File: config.mk
export PLATFORM = sky130hd
export DESIGN_NAME = udp_mode_router
export DESIGN_NICKNAME = d
export VERILOG_FILES = /design/src/rtl/mode_ctrl_pkg.sv /design/src/rtl/udp_rx_pkg.sv /design/src/rtl/reset_sequencer.sv /design/src/rtl/rx_frame_classifier.sv /design/src/rtl/led_payload_decoder.sv /design/src/rtl/udp_mode_router.sv
export SDC_FILE = /design/constraint.sdc
export NUM_CORES = 1
export LEC_CHECK = 0
export BUFFER_PORTS_ARGS = -buffer_cell sky130_fd_sc_hd__buf_4
export CORE_ASPECT_RATIO = 1.1
export CORE_UTILIZATION = 25
export CTS_CLUSTER_SIZE = 14
export DETAILED_ROUTE_END_ITERATION = 10
export PLACE_DENSITY_LB_ADDON = 0.15
export SYNTH_ARGS = -nofsm -noshare
export SYNTH_HDL_FRONTEND = slang
export SYNTH_SLANG_ARGS = --single-unit
File: constraint.sdc
create_clock -name udp_clk -period 3.9 [get_ports udp_clk]
set_input_delay 0 -clock udp_clk [delete_from_list [all_inputs] [get_ports udp_clk]]
set_output_delay 0 -clock udp_clk [all_outputs]
set_load 0.02 [all_outputs]
File: src/rtl/mode_ctrl_pkg.sv
`default_nettype none

package mode_ctrl_pkg;

    // ========================================
    // mode codes, from {mode_sw[1], mode_sw[0]}
    // ========================================
    typedef enum logic [1:0] {
        MODE_TF_UDP   = 2'b00,  // tf card to udp, not routed here
        MODE_CAM_UDP  = 2'b01,  // camera to udp, not routed here
        MODE_UDP_HDMI = 2'b10,  // udp receive to hdmi and leds
        MODE_IDLE     = 2'b11   // reserved
    } mode_e;

    // synchronized mode plus the receive gate
    typedef struct packed {
        mode_e mode;
        logic  rx_enable;
    } mode_state_t;

    // ========================================
    // reset and hold-off timing
    // ========================================
    // soft reset after master_reset, in udp_clk cycles
    localparam int SOFT_RESET_CYCLES = 255;
    localparam int SOFT_CNT_W        = 8;

    // quiet period after any change of the synchronized mode
    localparam int MODE_HOLDOFF_CYCLES = 2048;
    localparam int HOLDOFF_CNT_W       = 12;   // holds 2048 without wrapping

endpackage

`default_nettype wire

File: src/rtl/udp_rx_pkg.sv
`default_nettype none

package udp_rx_pkg;

    // ========================================
    // receive beats
    // ========================================
    // one byte out of the udp/ip stack
    typedef struct packed {
        logic        valid;
        logic [7:0]  data;
        logic [15:0] length;    // payload length of the whole frame
        logic [15:0] port_num;  // remote port
    } udp_rx_beat_t;

    // byte of an led frame with its position
    typedef struct packed {
        logic       valid;
        logic [7:0] data;
        logic [1:0] index;
    } led_beat_t;

    // byte of an hdmi frame, consumed by the video writer
    typedef struct packed {
        logic       valid;
        logic [7:0] data;
    } hdmi_beat_t;

    typedef enum logic [1:0] {
        CLASS_DROP = 2'b00,
        CLASS_LED  = 2'b01,
        CLASS_HDMI = 2'b10
    } frame_class_e;

    // ========================================
    // payload limits and ports
    // ========================================
    localparam logic [15:0] LED_PAYLOAD_MAX  = 16'd3;
    localparam logic [15:0] HDMI_PAYLOAD_MIN = 16'd4;

    localparam logic [15:0] PORT_ANY         = 16'hFFFF;  // matches every remote port
    localparam logic [15:0] LED_REMOTE_PORT  = PORT_ANY;
    localparam logic [15:0] HDMI_REMOTE_PORT = PORT_ANY;

    // stalled frame is abandoned after this many idle cycles
    localparam int FRAME_IDLE_TIMEOUT = 8192;
    localparam int IDLE_CNT_W         = 13;

endpackage

`default_nettype wire

File: src/rtl/reset_sequencer.sv
`timescale 1ns/10ps
`default_nettype none

module reset_sequencer
    import mode_ctrl_pkg::*;
(
    input  logic        udp_clk,
    input  logic        master_reset,
    input  logic [1:0]  mode_sw,
    output logic        app_reset,
    output mode_state_t mode_state
);

    mode_e                    mode_meta;     // first sync stage
    mode_e                    mode_sync;     // second sync stage, the usable mode
    logic [SOFT_CNT_W-1:0]    soft_cnt;
    logic [HOLDOFF_CNT_W-1:0] holdoff_cnt;
    logic                     mode_change;
    logic                     soft_done;
    logic                     holdoff_done;

    // ========================================
    // mode switch synchronizer
    // ========================================
    always_ff @(posedge udp_clk or posedge master_reset) begin
        if (master_reset) begin
            mode_meta <= MODE_IDLE;
            mode_sync <= MODE_IDLE;
        end else begin
            mode_meta <= mode_e'(mode_sw);
            mode_sync <= mode_meta;
        end
    end

    // mode_sync takes the new value on the next edge
    assign mode_change = (mode_meta != mode_sync);

    // ========================================
    // soft reset after master_reset
    // ========================================
    always_ff @(posedge udp_clk or posedge master_reset) begin
        if (master_reset) begin
            soft_cnt <= SOFT_CNT_W'(SOFT_RESET_CYCLES);
        end else if (!soft_done) begin
            soft_cnt <= soft_cnt - 1'b1;
        end
    end

    assign soft_done = (soft_cnt == '0);
    assign app_reset = !soft_done;  // already high while master_reset is held

    // ========================================
    // mode change hold-off
    // ========================================
    always_ff @(posedge udp_clk or posedge master_reset) begin
        if (master_reset) begin
            holdoff_cnt <= HOLDOFF_CNT_W'(MODE_HOLDOFF_CYCLES);
        end else if (mode_change) begin
            holdoff_cnt <= HOLDOFF_CNT_W'(MODE_HOLDOFF_CYCLES);  // restart on every edit
        end else if (!holdoff_done) begin
            holdoff_cnt <= holdoff_cnt - 1'b1;
        end
    end

    assign holdoff_done = (holdoff_cnt == '0);

    // receive path opens only in udp-to-hdmi mode once both counters ran out
    assign mode_state.mode      = mode_sync;
    assign mode_state.rx_enable = (mode_sync == MODE_UDP_HDMI) && soft_done && holdoff_done;

endmodule

`default_nettype wire

File: src/rtl/rx_frame_classifier.sv
`timescale 1ns/10ps
`default_nettype none

module rx_frame_classifier
    import mode_ctrl_pkg::*;
    import udp_rx_pkg::*;
(
    input  logic         udp_clk,
    input  logic         app_reset,
    input  mode_state_t  mode_state,
    input  udp_rx_beat_t rx_beat,
    output led_beat_t    led_beat,
    output hdmi_beat_t   hdmi_beat
);

    logic                  frame_active;
    frame_class_e          frame_class;   // class latched on the first byte
    logic [15:0]           bytes_left;
    logic [IDLE_CNT_W-1:0] idle_cnt;
    logic [1:0]            led_idx;       // index of the next byte in the frame

    logic                  led_port_ok;
    logic                  hdmi_port_ok;
    logic                  led_len_ok;
    logic                  hdmi_len_ok;
    frame_class_e          class_next;
    frame_class_e          cur_class;
    logic [1:0]            cur_index;
    logic                  frame_start;
    logic                  idle_expired;
    logic                  route_en;

    logic                  led_valid_q;
    logic                  hdmi_valid_q;
    logic [7:0]            beat_data_q;
    logic [1:0]            beat_index_q;

    // ========================================
    // classification of a new frame
    // ========================================
    assign led_port_ok  = (LED_REMOTE_PORT == PORT_ANY) ||
                          (rx_beat.port_num == LED_REMOTE_PORT);
    assign hdmi_port_ok = (HDMI_REMOTE_PORT == PORT_ANY) ||
                          (rx_beat.port_num == HDMI_REMOTE_PORT);
    assign led_len_ok   = (rx_beat.length != 16'd0) && (rx_beat.length <= LED_PAYLOAD_MAX);
    assign hdmi_len_ok  = (rx_beat.length >= HDMI_PAYLOAD_MIN);

    always_comb begin
        if (led_port_ok && led_len_ok) begin
            class_next = CLASS_LED;
        end else if (hdmi_port_ok && hdmi_len_ok) begin
            class_next = CLASS_HDMI;
        end else begin
            class_next = CLASS_DROP;
        end
    end

    assign frame_start  = rx_beat.valid && !frame_active;
    assign cur_class    = frame_active ? frame_class : class_next;
    assign cur_index    = frame_active ? led_idx : 2'd0;
    assign idle_expired = (idle_cnt == IDLE_CNT_W'(FRAME_IDLE_TIMEOUT - 1));
    assign route_en     = mode_state.rx_enable && (mode_state.mode == MODE_UDP_HDMI);

    // ========================================
    // frame tracking and idle timeout
    // ========================================
    always_ff @(posedge udp_clk or posedge app_reset) begin
        if (app_reset) begin
            frame_active <= 1'b0;
            frame_class  <= CLASS_DROP;
            bytes_left   <= 16'd0;
            idle_cnt     <= '0;
            led_idx      <= 2'd0;
        end else if (frame_start) begin
            frame_class <= class_next;
            idle_cnt    <= '0;
            led_idx     <= 2'd1;
            if (rx_beat.length <= 16'd1) begin
                frame_active <= 1'b0;   // single byte frame, done already
                bytes_left   <= 16'd0;
            end else begin
                frame_active <= 1'b1;
                bytes_left   <= rx_beat.length - 16'd1;
            end
        end else if (frame_active) begin
            if (rx_beat.valid) begin
                idle_cnt <= '0;
                led_idx  <= led_idx + 2'd1;
                if (bytes_left <= 16'd1) begin
                    frame_active <= 1'b0;  // last byte
                    bytes_left   <= 16'd0;
                end else begin
                    bytes_left <= bytes_left - 16'd1;
                end
            end else if (idle_expired) begin
                // stalled mid-payload, next valid byte opens a new frame
                frame_active <= 1'b0;
                bytes_left   <= 16'd0;
                idle_cnt     <= '0;
            end else begin
                idle_cnt <= idle_cnt + 1'b1;
            end
        end
    end

    // ========================================
    // routed byte outputs, one cycle late
    // ========================================
    always_ff @(posedge udp_clk or posedge app_reset) begin
        if (app_reset) begin
            led_valid_q  <= 1'b0;
            hdmi_valid_q <= 1'b0;
        end else begin
            led_valid_q  <= route_en && rx_beat.valid && (cur_class == CLASS_LED);
            hdmi_valid_q <= route_en && rx_beat.valid && (cur_class == CLASS_HDMI);
        end
    end

    always_ff @(posedge udp_clk) begin
        beat_data_q  <= rx_beat.data;
        beat_index_q <= cur_index;
    end

    assign led_beat.valid  = led_valid_q;
    assign led_beat.data   = beat_data_q;
    assign led_beat.index  = beat_index_q;

    assign hdmi_beat.valid = hdmi_valid_q;
    assign hdmi_beat.data  = beat_data_q;   // shared byte register

endmodule

`default_nettype wire

File: src/rtl/led_payload_decoder.sv
`timescale 1ns/10ps
`default_nettype none

module led_payload_decoder
    import udp_rx_pkg::*;
(
    input  logic        udp_clk,
    input  logic        app_reset,
    input  led_beat_t   led_beat,
    output logic [3:0]  led_data,
    output logic [15:0] dled
);

    // ========================================
    // led frame byte map
    // ========================================
    // byte 0 -> led_data, low nibble only
    // byte 1 -> dled high byte
    // byte 2 -> dled low byte
    // registers keep their value between frames

    always_ff @(posedge udp_clk or posedge app_reset) begin
        if (app_reset) begin
            led_data <= 4'd0;
            dled     <= 16'd0;
        end else if (led_beat.valid) begin
            case (led_beat.index)
                2'd0: begin
                    led_data <= led_beat.data[3:0];  // upper nibble ignored
                end
                2'd1: begin
                    dled[15:8] <= led_beat.data;
                end
                2'd2: begin
                    dled[7:0] <= led_beat.data;
                end
                default: begin
                    // index 3 never occurs in a 3 byte frame
                    led_data <= led_data;
                end
            endcase
        end
    end

endmodule

`default_nettype wire

File: src/rtl/udp_mode_router.sv
`timescale 1ns/10ps
`default_nettype none

module udp_mode_router
    import mode_ctrl_pkg::*;
    import udp_rx_pkg::*;
(
    input  logic         udp_clk,
    input  logic         master_reset,
    input  logic [1:0]   mode_sw,       // asynchronous board switches
    input  udp_rx_beat_t rx_beat,
    output logic [3:0]   led_data,
    output logic [15:0]  dled,
    output hdmi_beat_t   hdmi_beat,
    output logic         app_ready
);

    logic        app_reset;
    mode_state_t mode_state;
    led_beat_t   led_beat;

    // ========================================
    // reset and mode control
    // ========================================
    reset_sequencer u_reset_sequencer (
        .udp_clk      (udp_clk),
        .master_reset (master_reset),
        .mode_sw      (mode_sw),
        .app_reset    (app_reset),
        .mode_state   (mode_state)
    );

    // ========================================
    // receive path
    // ========================================
    rx_frame_classifier u_rx_frame_classifier (
        .udp_clk    (udp_clk),
        .app_reset  (app_reset),
        .mode_state (mode_state),
        .rx_beat    (rx_beat),
        .led_beat   (led_beat),
        .hdmi_beat  (hdmi_beat)     // straight out to the video writer
    );

    led_payload_decoder u_led_payload_decoder (
        .udp_clk   (udp_clk),
        .app_reset (app_reset),
        .led_beat  (led_beat),
        .led_data  (led_data),
        .dled      (dled)
    );

    assign app_ready = mode_state.rx_enable;

endmodule

`default_nettype wire

==> run_results.csv <==
group,metric,value,unit
global_route,grt_pass1_wl,16800,µm
layout,syn2layout_area_growth,23.9,%
worst_hold_path,min_path_type,"in2reg",
timing,finalMaxSlewViolations,0,
yosys,synth.avg_cell_area,10.6,µm²
drt,first_pass_iters,4,
power_and_ir_drop,internal_power,1790,µW
global_route,antenna_found_initial,0,
yosys,synth_edf_count,0,
layout,drive_above_1_share,25.1,%
job,drv_cap,0,
drt,routed_wl,10100,µm
clock_tree,postCtsSetupBuffers,0,
critical_path,crit_fanout,13,
clock_tree,h-tree-depth,3,
yosys,synth_warnings,0,
yosys,synthesis.area,0.00442,mm²
drt,antenna_left,0,
critical_path,worstSetupPathType,"reg2out",
yosys,ys_top_cells_by_area,"dfrtp_1, dfstp_2, mux2_2, dfxtp_1, xor2_1",
clock_tree,ctsResizeCount,0,
place,dp_hpwl,6870,µm
critical_path,r2r_start,"u_reset_sequencer.soft_cnt[2]",
die,core,0.0171,mm²
yosys,ys_types,62,
clock_tree,cts-root-buf,"clkbuf_16",
drt,wl_per_cell,14.1,µm
yosys,postSynth.asyncResetShare,88.9,%
critical_path,worst_ep_required_time,3900,ps
timing,final_hold_viol_count,0,
timing,relSlewSlack,34.5,%
global_route,track_usage,12.0,%
worst_hold_path,worst_hold_startpoint,"rx_beat[31]",
yosys,synth_seq_cells,90,
power_and_ir_drop,pwr-share-clk,34.6,%
drt,initialDrtViolationCount,165,
timing,min_period_over_period,70.7,%
clock_tree,insertion_delay,350,ps
yosys,ys_seq_area_share,50.2,%
drt,vias_per_cell,4.59,
timing,fin_tns_setup,0,ps
die,initial_core_util,25.8,%
drt,vias,3289,
die,die_h,141,µm
timing,hold_slack,16.4,ps
yosys,synthCells,417,
power_and_ir_drop,irDropWorstVdd,226,µV
die,die-area,0.0182,mm²
place,port_buffers,58,
global_route,globalRoute.totalOverflow,0,
status,status,"complete, no violations",
power_and_ir_drop,powerDensity,476,mW/mm²
global_route,first_global_vias,3284,
timing,rsz0062_at_grt,"false",
clock_tree,cts_tree,"yes",
power_and_ir_drop,combPwrFrac,20.1,%
critical_path,critPathCaptureType,"output port",
critical_path,start_kind,"flip-flop",
place,post-place-ws,1360,ps
clock_tree,cts_hold_buf,15,
power_and_ir_drop,power.share.sequential,45.3,%
yosys,synthesis.nets,470,
die,row_count,50,
yosys,yosys.area.top_type,"dfrtp_1",
timing,clock_skew,8.59,ps
timing,worst_pin_slew,975,ps
critical_path,crit_arrival,2760,ps
global_route,grt_max_degree,52,
power_and_ir_drop,netSwitchingPower,813,µW
yosys,synth_top_area_share,37.9,%
clock_tree,clock_sinks,90,
timing,max_freq,363,MHz
clock_tree,clock_path_buffers,2,
timing,fin_crit,2760,ps
layout,fin_nets,530,
power_and_ir_drop,swShare,31.2,%
timing,fin_ws,1140,ps
yosys,dominantRegCellSynth,"dfrtp_1",
clock_tree,cts.reportedPaths.clkPinSlew,70,ps
die,fp.dieW,129,µm
drt,drcViolationCount,0,
critical_path,cp-startpoint,"u_reset_sequencer.soft_cnt[2]",
die,ios,75,
layout,antenna_cells,0,
place,gp_congestion,0.768,
clock_tree,cts_made_buffers,9,
timing,finalSetupViolCount,0,
power_and_ir_drop,leakagePower,0.00247,µW
power by group through the flow:
stage	Clock, µW	Sequential [µW]	Combinational, µW
finish	902	1180	525
global route	964	1200	596
CTS	939	1180	527
detailed placement	0	1200	513
global placement	0	1190	511
floorplan	0	1150	435
layout make-up:
class | instances | area (µm²)
multi-input combinational | 286 | 1990
fill | 1817 | 11700
inverter | 16 | 60.1
clock buffer | 10 | 229
clock inverter | 6 | 73.8
timing repair buffer | 74 | 606
sequential | 90 | 2220
tap | 234 | 293
stage by stage:
stage / power, µW / util [%] / instances / cell area, µm²
global placement: 1700 / 29.3 / 685 / 5020
detailed placement: 1710 / 29.3 / 685 / 5020
global route: 2760 / 31.9 / 716 / 5470
floorplan: 1580 / - / 417 / 4420
CTS: 2640 / 31.9 / 716 / 5470
finish: 2610 / 31.9 / 716 / 5470
final timing paths:
check / endpoint / slack [ps] / cells after the start
setup / recovery: app_ready / 1140 / 5
hold / removal: u_rx_frame_classifier.bytes_left[15] / 20 / 3
setup reg to reg: u_rx_frame_classifier.hdmi_valid_q / 1390 / 5
min in group asynchronous: u_reset_sequencer.holdoff_cnt[6] / 430 / 3
hold reg to reg: u_reset_sequencer.mode_sync[0] / 370 / 0
max in group asynchronous: u_led_payload_decoder.led_data[1] / 1870 / 4
synth_stat cells (5+ instances only):
library cell,number
a21oi_1,10
and2_1,6
and3_1,6
buf_4,11
clkbuf_1,9
dfrtp_1,67
dfstp_2,13
dfxtp_1,10
ha_1,8
inv_1,16
mux2_2,20
nand2_1,27
nand3_1,8
nor2_1,39
nor3_1,13
nor3b_1,5
nor4_1,13
o21ai_0,16
or4_1,5
xnor2_1,16
xor2_1,20
cell families (layout without fill, tap and decap cells):
kind of cell,Yosys count,after routing,share of synthesized area [%]
and+or+nand+nor,151,151,18.9
AOI/OAI and AO/OA,69,69,11.3
adders and majority gates,8,8,2.27
DFF,90,90,50.2
buffers and inverters,41,106,4.67
muxes,22,22,5.55
xor gates and xnor gates,36,36,7.14
registers in the layout, indices dropped and copies added, names as in the netlist, 4 cells and up:
name	count
u_led_payload_decoder.led_data	4
u_rx_frame_classifier.idle_cnt	13
u_reset_sequencer.soft_cnt	8
u_rx_frame_classifier.beat_data_q	8
u_reset_sequencer.holdoff_cnt	12
u_led_payload_decoder.dled	16
u_rx_frame_classifier.bytes_left	16
worst max-delay path: stages (launching register included):
cell and delay, ps:
dfstp_2 390, or3_1 380, or3b_4 440, nor3_4 600, and4b_1 410, buf_4 180
cells in the final DEF (no fill, tap or decap), drive strengths merged, types with 13 or more instances in the layout:
cell type / instances
nor4: 15
xnor2: 16
buf: 59
xor2: 20
inv: 18
o21ai: 16
nor3: 14
dfrtp: 67
dfstp: 13
nor2: 39
mux2: 20
nand2: 27
dlygate4sd3: 15
metal layers:
layer  global-route usage (%)  vias to the layer above  wire, µm
li1                         -                     1605         -
met1                     15.8                     1590      4980
met2                     18.5                       79      4460
met3                     2.04                       15       401
met4                     6.69                        0       235
met5                        0                        -         0
Note: power is estimated with default switching activity, not from simulation.
